===== config.mk =====
export PLATFORM = sky130hd
export DESIGN_NAME = hprg_top
export DESIGN_NICKNAME = d
export VERILOG_FILES = /design/src/hw/hprg_pkg.sv /design/src/hw/hprg_chnl_if.sv /design/src/hw/hprg_top.sv /design/src/hw/hprg_err_collect.sv /design/src/hw/hprg_sink.sv /design/src/hw/hprg_dispatch.sv
export VERILOG_INCLUDE_DIRS = /design/src /design/src/hw
export SDC_FILE = /design/constraint.sdc
export NUM_CORES = 1
export LEC_CHECK = 0
export ABC_AREA = 1
export BUFFER_PORTS_ARGS = -buffer_cell sky130_fd_sc_hd__buf_2
export CAP_MARGIN = 40
export CORE_MARGIN = 2
export CORE_UTILIZATION = 35
export CTS_BUF_LIST = sky130_fd_sc_hd__clkbuf_4 sky130_fd_sc_hd__clkbuf_8
export DETAILED_ROUTE_END_ITERATION = 16
export GPL_TIMING_DRIVEN = 0
export MAX_ROUTING_LAYER = met4
export SETUP_SLACK_MARGIN = 0.4
export SKIP_CTS_REPAIR_TIMING = 1
export SLEW_MARGIN = 20
export SYNTH_ARGS = -nofsm -noshare
export SYNTH_HDL_FRONTEND = slang
export SYNTH_SLANG_ARGS = --single-unit

===== constraint.sdc =====
create_clock -name gch_clk -period 4.3 [get_ports gch_clk]
set_input_delay 0.43 -clock gch_clk [delete_from_list [all_inputs] [get_ports gch_clk]]
set_output_delay 0.43 -clock gch_clk [all_outputs]
set_load 0.01 [all_outputs]

===== src/hw/hprg_config.svh =====
`ifndef HPRG_CONFIG_SVH
`define HPRG_CONFIG_SVH

// Field widths of a probe message.
`define HPRG_ADDR_SIZE 6
`define HPRG_DATA_SIZE 8
`define HPRG_REDUN_SIZE 4

// Sink lanes and their addresses. Lane i answers at base plus i.
`define HPRG_NUM_SINKS 4
`define HPRG_SINK_BASE_ADDR 8

`define HPRG_PROBE_SRC_ADDR 3 // Only probe source the sinks accept.

// Consecutive cycles a request must be seen high before a sink takes it.
`define HPRG_REQ_CKS 2

`endif

===== src/hw/hprg_pkg.sv =====
`include "hprg_config.svh"

package hprg_pkg;

	typedef struct packed {
		logic [`HPRG_ADDR_SIZE-1:0] src;
		logic [`HPRG_ADDR_SIZE-1:0] dst;
		logic [`HPRG_DATA_SIZE-1:0] dat;
		logic [`HPRG_REDUN_SIZE-1:0] red;
	} msg_t;

	typedef enum logic [2:0] {
		s_init, s_idle, s_capture, s_redun, s_check, s_ack
	} sink_state_t;

	typedef enum logic [1:0] {d_idle, d_forward, d_hold, d_release} disp_state_t;

	typedef enum logic [2:0] {
		err_none, err_bad_dst, err_bad_src, err_bad_redun, err_bad_seq
	} err_kind_t;

	// XOR of all redundancy-sized slices of src, dst and dat taken together.
	function automatic logic [`HPRG_REDUN_SIZE-1:0] calc_redun(input msg_t m);
		logic [2*`HPRG_ADDR_SIZE+`HPRG_DATA_SIZE-1:0] bits;
		logic [`HPRG_REDUN_SIZE-1:0] r;
		bits = {m.src, m.dst, m.dat};
		r = '0;
		for (int i = 0; i < $bits(bits); i += `HPRG_REDUN_SIZE) begin
			r ^= bits[i +: `HPRG_REDUN_SIZE];
		end
		return r;
	endfunction

endpackage


===== src/hw/hprg_chnl_if.sv =====
// Four-phase message channel. msg may only change while req and ack are both low.
interface hprg_msg_if;
	logic req;
	logic ack;
	hprg_pkg::msg_t msg;

	modport sender (output req, output msg, input ack);
	modport receiver (input req, input msg, output ack);
endinterface

// Sticky error record of one sink, drained by the collector.
interface hprg_err_if;
	logic error;
	hprg_pkg::err_kind_t kind;
	hprg_pkg::msg_t msg;
	logic taken; // One-cycle pulse when the collector has reported this lane.
	logic ready;

	modport reporter (output error, output kind, output msg, output ready, input taken);
	modport drain (input error, input kind, input msg, input ready, output taken);
endinterface


===== src/hw/hprg_top.sv =====
`include "hprg_config.svh"

module hprg_top (
	input logic gch_clk,
	input logic gch_reset,
	output logic gch_ready,
	input logic in_req,
	input logic [`HPRG_ADDR_SIZE-1:0] in_src,
	input logic [`HPRG_ADDR_SIZE-1:0] in_dst,
	input logic [`HPRG_DATA_SIZE-1:0] in_dat,
	input logic [`HPRG_REDUN_SIZE-1:0] in_red,
	output logic in_ack,
	output logic err_valid,
	output logic [$clog2(`HPRG_NUM_SINKS)-1:0] err_lane,
	output logic [2:0] err_kind,
	output logic [`HPRG_ADDR_SIZE-1:0] err_src,
	output logic [`HPRG_ADDR_SIZE-1:0] err_dst,
	output logic [`HPRG_DATA_SIZE-1:0] err_dat
);

	hprg_pkg::msg_t in_msg;
	hprg_pkg::msg_t err_msg;
	hprg_pkg::err_kind_t kind;
	logic [`HPRG_NUM_SINKS-1:0] lane_ready;

	hprg_msg_if lane_if [`HPRG_NUM_SINKS] ();
	hprg_err_if err_if [`HPRG_NUM_SINKS] ();

	assign in_msg.src = in_src;
	assign in_msg.dst = in_dst;
	assign in_msg.dat = in_dat;
	assign in_msg.red = in_red;

	hprg_dispatch u_dispatch (
		.gch_clk(gch_clk),
		.gch_reset(gch_reset),
		.in_req(in_req),
		.in_msg(in_msg),
		.in_ack(in_ack),
		.lanes(lane_if)
	);

	for (genvar i = 0; i < `HPRG_NUM_SINKS; i++) begin : g_sink
		hprg_sink #(
			.my_addr(`HPRG_ADDR_SIZE'(`HPRG_SINK_BASE_ADDR + i))
		) u_sink (
			.gch_clk(gch_clk),
			.gch_reset(gch_reset),
			.rcv(lane_if[i]),
			.err(err_if[i])
		);
		assign lane_ready[i] = err_if[i].ready;
	end

	hprg_err_collect u_collect (
		.gch_clk(gch_clk),
		.gch_reset(gch_reset),
		.errs(err_if),
		.err_valid(err_valid),
		.err_lane(err_lane),
		.err_kind(kind),
		.err_msg(err_msg)
	);

	assign err_kind = kind;
	assign err_src = err_msg.src;
	assign err_dst = err_msg.dst;
	assign err_dat = err_msg.dat;
	assign gch_ready = &lane_ready; // Ready once every lane has left init.

endmodule


===== src/hw/hprg_err_collect.sv =====
`include "hprg_config.svh"

module hprg_err_collect (
	input logic gch_clk,
	input logic gch_reset,
	hprg_err_if.drain errs [`HPRG_NUM_SINKS],
	output logic err_valid,
	output logic [$clog2(`HPRG_NUM_SINKS)-1:0] err_lane,
	output hprg_pkg::err_kind_t err_kind,
	output hprg_pkg::msg_t err_msg
);

	localparam int LANE_W = $clog2(`HPRG_NUM_SINKS);

	logic [LANE_W-1:0] ptr;
	logic [`HPRG_NUM_SINKS-1:0] reported;
	logic [`HPRG_NUM_SINKS-1:0] taken_r;
	logic [`HPRG_NUM_SINKS-1:0] err_vec;
	hprg_pkg::err_kind_t kind_arr [`HPRG_NUM_SINKS];
	hprg_pkg::msg_t msg_arr [`HPRG_NUM_SINKS];

	for (genvar i = 0; i < `HPRG_NUM_SINKS; i++) begin : g_lane
		assign err_vec[i] = errs[i].error;
		assign kind_arr[i] = errs[i].kind;
		assign msg_arr[i] = errs[i].msg;
		assign errs[i].taken = taken_r[i];
	end

	always_ff @(posedge gch_clk) begin
		if (gch_reset) begin
			ptr <= '0;
			reported <= '0;
			taken_r <= '0;
			err_valid <= 1'b0;
		end else begin
			ptr <= (ptr == LANE_W'(`HPRG_NUM_SINKS - 1)) ? '0 : ptr + 1'b1;
			err_valid <= 1'b0;
			taken_r <= '0;
			// A lane is reported once, the first time the scan finds its error.
			if (err_vec[ptr] && !reported[ptr]) begin
				reported[ptr] <= 1'b1;
				taken_r[ptr] <= 1'b1;
				err_valid <= 1'b1;
				err_lane <= ptr;
				err_kind <= kind_arr[ptr];
				err_msg <= msg_arr[ptr];
			end
		end
	end

endmodule


===== src/hw/hprg_sink.sv =====
`include "hprg_config.svh"

module hprg_sink #(
	parameter logic [`HPRG_ADDR_SIZE-1:0] my_addr = `HPRG_SINK_BASE_ADDR
) (
	input logic gch_clk,
	input logic gch_reset,
	hprg_msg_if.receiver rcv,
	hprg_err_if.reporter err
);

	localparam int CNT_W = $clog2(`HPRG_REQ_CKS + 1);

	hprg_pkg::sink_state_t state;
	logic [CNT_W-1:0] cnt;
	logic req_seen;
	hprg_pkg::msg_t msg_r;
	logic [`HPRG_REDUN_SIZE-1:0] red_r;
	logic [`HPRG_DATA_SIZE-1:0] prev_dat;
	logic ack_r;
	logic ready_r;
	logic err_flag;
	hprg_pkg::err_kind_t err_kind_r;
	hprg_pkg::msg_t err_msg_r;

	// Debounce counts consecutive high samples of req and saturates.
	always_ff @(posedge gch_clk) begin
		if (gch_reset || !rcv.req) begin
			cnt <= '0;
		end else if (cnt != CNT_W'(`HPRG_REQ_CKS)) begin
			cnt <= cnt + 1'b1;
		end
	end

	assign req_seen = rcv.req && (cnt >= CNT_W'(`HPRG_REQ_CKS - 1));

	always_ff @(posedge gch_clk) begin
		if (gch_reset) begin
			state <= hprg_pkg::s_init;
			ack_r <= 1'b0;
			ready_r <= 1'b0;
			err_flag <= 1'b0;
			err_kind_r <= hprg_pkg::err_none;
			prev_dat <= '1; // The first message may carry any data.
		end else begin
			if (state != hprg_pkg::s_init) ready_r <= 1'b1;
			case (state)
				hprg_pkg::s_init: state <= hprg_pkg::s_idle;
				hprg_pkg::s_idle: begin
					if (req_seen) state <= hprg_pkg::s_capture;
				end
				hprg_pkg::s_capture: begin
					msg_r <= rcv.msg;
					state <= hprg_pkg::s_redun;
				end
				hprg_pkg::s_redun: begin
					red_r <= hprg_pkg::calc_redun(msg_r);
					state <= hprg_pkg::s_check;
				end
				hprg_pkg::s_check: begin
					// Once an error is held the lane only acknowledges.
					if (!err_flag) begin
						if (msg_r.dst != my_addr) begin
							err_flag <= 1'b1;
							err_kind_r <= hprg_pkg::err_bad_dst;
							err_msg_r <= msg_r;
						end else if (msg_r.src != `HPRG_ADDR_SIZE'(`HPRG_PROBE_SRC_ADDR)) begin
							err_flag <= 1'b1;
							err_kind_r <= hprg_pkg::err_bad_src;
							err_msg_r <= msg_r;
						end else if (msg_r.red != red_r) begin
							err_flag <= 1'b1;
							err_kind_r <= hprg_pkg::err_bad_redun;
							err_msg_r <= msg_r;
						end else if (prev_dat != '1 && msg_r.dat != prev_dat + 1'b1) begin
							err_flag <= 1'b1;
							err_kind_r <= hprg_pkg::err_bad_seq;
							err_msg_r <= msg_r;
						end else begin
							prev_dat <= msg_r.dat;
						end
					end
					ack_r <= 1'b1;
					state <= hprg_pkg::s_ack;
				end
				hprg_pkg::s_ack: begin
					if (!req_seen) begin
						ack_r <= 1'b0;
						state <= hprg_pkg::s_idle;
					end
				end
				default: state <= hprg_pkg::s_idle;
			endcase
		end
	end

	assign rcv.ack = ack_r;

	assign err.error = err_flag;
	assign err.kind = err_kind_r;
	assign err.msg = err_msg_r;
	assign err.ready = ready_r;

endmodule


===== src/hw/hprg_dispatch.sv =====
`include "hprg_config.svh"

module hprg_dispatch (
	input logic gch_clk,
	input logic gch_reset,
	input logic in_req,
	input hprg_pkg::msg_t in_msg,
	output logic in_ack,
	hprg_msg_if.sender lanes [`HPRG_NUM_SINKS]
);

	localparam int LANE_W = $clog2(`HPRG_NUM_SINKS);

	hprg_pkg::disp_state_t state;
	hprg_pkg::msg_t msg_r;
	logic [LANE_W-1:0] sel;
	logic [LANE_W-1:0] sel_nxt;
	logic lane_req;
	logic [`HPRG_NUM_SINKS-1:0] lane_ack;
	logic [`HPRG_ADDR_SIZE-1:0] ofs;

	// Addresses below the base wrap to a large offset, so one compare covers both ends.
	assign ofs = in_msg.dst - `HPRG_ADDR_SIZE'(`HPRG_SINK_BASE_ADDR);
	assign sel_nxt = (ofs < `HPRG_NUM_SINKS) ? ofs[LANE_W-1:0] : '0;

	for (genvar i = 0; i < `HPRG_NUM_SINKS; i++) begin : g_lane
		assign lanes[i].req = lane_req && (sel == LANE_W'(i));
		assign lanes[i].msg = msg_r;
		assign lane_ack[i] = lanes[i].ack;
	end

	always_ff @(posedge gch_clk) begin
		if (gch_reset) begin
			state <= hprg_pkg::d_idle;
			lane_req <= 1'b0;
			in_ack <= 1'b0;
			sel <= '0;
		end else begin
			case (state)
				hprg_pkg::d_idle: begin
					if (in_req) begin
						msg_r <= in_msg;
						sel <= sel_nxt;
						lane_req <= 1'b1;
						state <= hprg_pkg::d_forward;
					end
				end
				hprg_pkg::d_forward: begin
					if (lane_ack[sel]) begin
						in_ack <= 1'b1; // The sink has finished with the message.
						state <= hprg_pkg::d_hold;
					end
				end
				hprg_pkg::d_hold: begin
					if (!in_req) begin
						lane_req <= 1'b0;
						state <= hprg_pkg::d_release;
					end
				end
				hprg_pkg::d_release: begin
					// Host side closes only once the lane has let go of ack.
					if (!lane_ack[sel]) begin
						in_ack <= 1'b0;
						state <= hprg_pkg::d_idle;
					end
				end
				default: state <= hprg_pkg::d_idle;
			endcase
		end
	end

endmodule


**Word-level counts from Yosys, hierarchy flattened**

Index checks and enable logic that the tools add are counted.

- Flip-flop bits (word level): 346
- Input bits: 27
- Output and inout bits: 28
- Logic and storage cells: 375

- Add/subtract/negate cells: 10
- $lt $le $gt $ge: 9
- Eq/ne operators: 63
- Mux-type cells: 99
- Bitwise logic cells: 39
- Reduce and logical (&&, ||, !) cells: 75

Operator list:

| cell | number |
|---|---|
| 24-bit 2-to-1 mux | 18 |
| 3-bit 2-to-1 mux | 26 |
| 4-bit bitwise XOR | 16 |
| 3-bit case mux with 5 select lines | 4 |
| 24-bit binary-select mux with 2-bit select | 1 |
| 2-bit AND reduction | 18 |
| 1-bit 2-to-1 mux | 33 |
| 8-bit by 1-bit adder with 8-bit output, second input constant | 4 |
| 8-bit != test | 4 |
| 8-bit != test, second input constant | 4 |
| 3-bit by 2-bit == test with 1-bit output, second input constant | 8 |
| 3-bit == test, second input constant | 8 |
| 6-bit by 2-bit != test with 1-bit output, second input constant | 4 |
| 6-bit by 4-bit != test with 1-bit output, second input constant | 4 |
| 4-bit AND reduction | 6 |
| 6-bit AND reduction | 4 |
| 2-bit != test, second input constant | 11 |
| 1-bit inverter | 21 |
| 3-bit AND reduction | 7 |
| 4-bit != test | 4 |
| 4-bit nonzero test | 4 |
| 1-bit logical AND | 14 |
| 3-bit by 1-bit == test with 1-bit output, second input constant | 4 |
| 1-bit case mux with 2 select lines | 6 |
| 22 further kinds | 62 |

**Longest topological paths before layout**

- Depth in word-level cells: 8
- Gate-level depth with buffers: 15
- Depth with buffers taken out: 15

**Hierarchy**

From an unflattened synthesis, not the netlist that was laid out.

- Cell total of the unflattened synthesis: 1489
- Area total of the unflattened synthesis: 15842.7 sq um

Modules (own cells, without submodules):

| module | instances | cells each | area an instance (sq um) | sequential area each (sq um) |
|---|---|---|---|---|
| hprg_sink (g_sink[1].u_sink ...) | 2 | 273 | 3001.6 | 1941.9 |
| hprg_sink (g_sink[0].u_sink) | 1 | 274 | 3010.4 | 1941.9 |
| hprg_sink (g_sink[3].u_sink) | 1 | 270 | 3000.4 | 1941.9 |
| hprg_err_collect | 1 | 231 | 2105.8 | 1091.0 |
| hprg_dispatch | 1 | 165 | 1711.6 | 840.8 |
| hprg_top | 1 | 3 | 11.3 | 0.0 |

**Least setup slack after synthesis**

OpenSTA, ideal clock, no wires.

- Kind: in2reg
- From: input port gch_reset
- To: register g_sink[0].u_sink.msg_r[0] in the netlist's numbering, enable pin
- Library setup time: 0.466 ns
- Arrival time: 3.135 ns
- Data required time: 3.834 ns
- Setup slack: 0.699 ns
- Cell stages on the path: 3
- Path buffers: 2
- Cell sequence: clkbuf_1 buf_1 nor4_1

- Cells in the longest elaborated chain, start to end: 2

RTL lines:

| what | RTL line | text |
|---|---|---|
| start: declaration | hprg_top.sv:5 | `input logic gch_reset,` |
| 1-bit inverter (no source line) | - |  |
| 2-bit AND reduction (no source line) | - |  |
| end signal: assignment | hprg_sink.sv:53 | `msg_r <= rcv.msg;` |
| end: declaration | hprg_sink.sv:17 | `hprg_pkg::msg_t msg_r;` |

No other way between the ends.
A chain may end at the register's enable or synchronous reset.

**Worst setup path in the final report**

- From: register g_sink[3].u_sink.prev_dat[0]
- To: register g_sink[3].u_sink.err_msg_r (netlist bit g_sink[3].u_sink.err.msg[12]), enable pin

- Cells in the longest elaborated chain, start to end: 5
- Elaborated cells between the ends (all ways): 6
- Those cells by class: add/sub: 1; eq/ne: 2; reduce/logical: 3

RTL lines:

| what | RTL line | text |
|---|---|---|
| start: declaration | hprg_sink.sv:19 | `` logic [`HPRG_DATA_SIZE-1:0] prev_dat; `` |
| start signal: assignment | hprg_sink.sv:80 | `prev_dat <= msg_r.dat;` |
| 8-bit by 1-bit adder with 8-bit output | hprg_sink.sv:75 | `end else if (prev_dat != '1 && msg_r.dat != prev_dat + 1'b1) begin` |
| 8-bit != test | hprg_sink.sv:75 |  |
| 1-bit logical AND * | hprg_sink.sv:75 |  |
| 4-bit nonzero test (no source line) * | - |  |
| 4-bit AND reduction (no source line) * | - |  |
| end signal: assignment | hprg_sink.sv:70 | `err_msg_r <= msg_r;` |
| end signal: assignment | hprg_sink.sv:74 | `err_msg_r <= msg_r;` |
| end signal: assignment | hprg_sink.sv:78 | `err_msg_r <= msg_r;` |
| end: declaration | hprg_sink.sv:24 | `hprg_pkg::msg_t err_msg_r;` |

Every way passes the cells marked *; elsewhere a longest branch is shown, timed or not.

==> metrics.txt <==
status=completed; DRT Pass-1 Iters=5; startpoint type of the worst setup path=flip-flop; LEAKAGE=approximately 0.0063 uW; antenna violations before repair=0; Worst Tran Pin Value=just under 800 ps; syn_nets=1272; Seq/Total Area, Yosys=approximately two thirds; Hold Slack=36.1 ps; Worst path slowest cell=nor2_4; 1st-iter DRT viols=roughly 900; commonest non-fill, non-tap cells in the layout=edfxtp_1, nand2_1, nor2_1, inv_1, dfxtp_1; gpl congestion=between 0.8 and 0.9; P_sw=1760 uW; worst hold path class=input pin to flip-flop; RSZ-0062 raised after global routing=no; CTS max path bufs=3; MaxCap Viol Count=0; GRT Util Overall=a little under a fifth; Setup TNS Final=0 ps; Clock Skew=around 38 ps; crit path max fanout=20; Rows=between 70 and 80; vias per cell=a little under 5; port bufs=between 50 and 60; Top Family by Delay on Critical Path=simple AND/OR/NAND/NOR gates; Pint=about 5400 uW; Worst Setup SP=g_sink[3].u_sink.prev_dat[0]$_SDFFE_PP1P_; Pins Over Slew Limit=0; vias in the first global route=around 9400; final net count=approximately 1400; die area=between 0.04 and 0.05 mm2; layout cells sized above 1=15.5%; switching share of power=between 20% and 30%; post-route setup slack=~1600 ps; average cell area after synthesis=about 11 um2; Slew HR=46.7%; asr flop ratio synth=0%; crit path DAT=around 2900 ps; Post-Syn Area=0.0138 mm2; final setup violation count=0; die height=slightly above 200 um; CTS tree=built; largest net degree at the start of global routing=30; synthesized flop and latch total=330; clock power share=between 30% and 40%; Place WS=~1700 ps; clock latency on the worst-skew pair=between 600 and 700 ps; most frequent CP cell=nand2_1; clock slew at reported path FFs=approximately 60 ps; DP Wirelength=around 25000 um; Crit path largest cell delay=approximately 640 ps; Core Area=roughly 0.039 mm2; post-route minimum period=between 2000 and 3000 ps; ant diodes=0; yosys warns=0; Tcrit/Tclk final=between 60% and 70%; Routed wire per std cell=around 18 um; root buffer cell=clkbuf_8; Area growth syn-to-layout=18.3%; Core Util, Final=a little over two fifths; Comb pwr share=~8.3%; Die X-Extent=203 um; Post-synth EDFFs=roughly 240; Primary FF master, synth=edfxtp_1; first-pass GRT wire length=between 50000 and 60000 um; DRT Wirelength=between 30000 and 40000 um; critical path class=flip-flop to flip-flop; drt drc=0; Ports=55; WP buf/inv=1; worst path cell trace=ha_1 -> nand2_1 -> inv_1 -> nand3_1 -> nand2_1 -> nand2_1 -> nand2_1 -> nand3b_1 -> nand2_2 -> nand2_2 -> nand2_2 -> nor2_4; most common cell after layout, fill and taps aside=edfxtp_1; CTS buffer count=55; CP required=roughly 4500 ps; initial core utilization=between 30% and 40%; H-tree depth=2; Sequential Power Share=around 52%; worst vdd ir=between 0.2 and 0.25 mV; r2r startpoint=g_sink[3].u_sink.prev_dat[0]$_SDFFE_PP1P_; Fill cells=approximately 3600; Clock Sinks=330; total power draw=around 7100 uW; f_max=between 300 and 400 MHz; type of element capturing the critical path=flip-flop; global route total overflow=0; library cells used by synthesis=between 40 and 50; Syn Inst Count=between 1000 and 1500; Power Dens Cells=between 400 and 500 mW/mm2; Routed Antenna Nets=0; routed via count=around 9500; Hold Crit Start=in_dst[0]; final hold violation count=0
[path summary, 6_finish.rpt]
kind	end	depth (start not counted)	slack [ps]
worst max-delay path	g_sink[3].u_sink.err.msg[12]$_DFFE_PP_	12	1640
worst min-delay path	u_dispatch.lanes[0].msg[12]$_DFFE_PP_	1	40
worst min register to register	g_sink[3].u_sink.err.msg[14]$_DFFE_PP_	0	450
worst max register to register	g_sink[3].u_sink.err.msg[12]$_DFFE_PP_	12	1640
[power groups by stage]
| stage | Sequential [uW] | Clock [uW] | Combinational (uW) |
|---|---|---|---|
| CTS | 3690 | 2920 | 573 |
| global route | 3710 | 3050 | 654 |
| floorplan | 3720 | 0 | 338 |
| global placement | 3760 | 0 | 524 |
| detailed placement | 3760 | 0 | 571 |
| finish | 3700 | 2840 | 588 |
[sequential cells by signal (all words and copies together), names as in the netlist]
| signal | flops |
|---|---|
| g_sink.u_sink.msg_r | 96 |
| g_sink.u_sink.err.msg | 80 |
| g_sink.u_sink.prev_dat | 32 |
| u_dispatch.lanes.msg | 24 |
| u_collect.err_msg | 20 |
| g_sink.u_sink.red_r | 16 |
| g_sink.u_sink.err.kind | 12 |
| g_sink.u_sink.state | 12 |
| g_sink.u_sink.cnt | 8 |
| g_sink.u_sink.err.error | 4 |
| g_sink.u_sink.err.ready | 4 |
| g_sink.u_sink.rcv.ack | 4 |
| u_collect.reported | 4 |
| u_collect.err_kind | 3 |
| u_collect.err_lane | 2 |
| u_collect.ptr | 2 |
| u_dispatch.sel | 2 |
| u_dispatch.state | 2 |
| u_collect.err_valid | 1 |
| u_dispatch.in_ack | 1 |
| u_dispatch.lane_req | 1 |
[metrics by stage]
step / instances / instance area [um2]
2_1_floorplan: 1224 / 13800
3_3_place_gp: 1795 / 14700
3_5_place_dp: 1814 / 15000
4_1_cts: 1914 / 16100
5_1_grt: 1937 / 16400
6_report: 1937 / 16400
[synth_stat cells (22+ instances only)]
| library cell | number | area share (%) |
|---|---|---|
| a21oi_1 | 43 | 1.6 |
| dfxtp_1 | 89 | 13 |
| edfxtp_1 | 241 | 52 |
| inv_1 | 103 | 2.8 |
| nand2_1 | 180 | 4.9 |
| nand3_1 | 85 | 3.1 |
| nand4_1 | 22 | 1.0 |
| nor2_1 | 115 | 3.1 |
| o21ai_0 | 67 | 2.4 |
| o22ai_1 | 22 | 1.0 |
| xnor2_1 | 44 | 2.8 |
| xor2_1 | 65 | 4.1 |
[cell type report]
cell class / count / area (um2) / share of cell area [%]
Clock buffer: 79 / 981 / 6.00
Buffer: 28 / 114 / 0.696
Multi-Input combinational cell: 754 / 4330 / 26.5
Sequential cell: 330 / 9020 / 55.1
Timing Repair Buffer: 95 / 682 / 4.17
Tap cell: 518 / 648 / 3.96
Clock inverter: 21 / 156 / 0.956
Inverter: 112 / 429 / 2.62
[worst reg2reg max path, stage by stage, from the launching register on]
cell,delay (ps)
dfxtp_1,400
ha_1,200
nand2_1,130
inv_1,100
nand3_1,70
nand2_1,90
nand2_1,50
nand2_1,70
nand3b_1,120
nand2_2,130
nand2_2,130
nand2_2,100
nor2_4,640
[cells by family after synthesis]
group	after synthesis	share of synthesized area (%)
compound gates	151	5.99
xor+xnor	109	6.90
fa+ha+maj	21	1.90
buf+inv	140	3.93
flops	330	65.2
mux	4	0.290
simple gates	469	15.8
[per-layer routing]
layer | up-vias | track usage, % | wire [um]
li1 | 4543 | - | -
met1 | 4600 | 22.8 | 15200
met2 | 283 | 29.5 | 16900
met3 | 57 | 4.08 | 2450
met4 | 0 | 4.82 | 656
met5 | - | - | 0
Power figures use the tool's default switching activity.
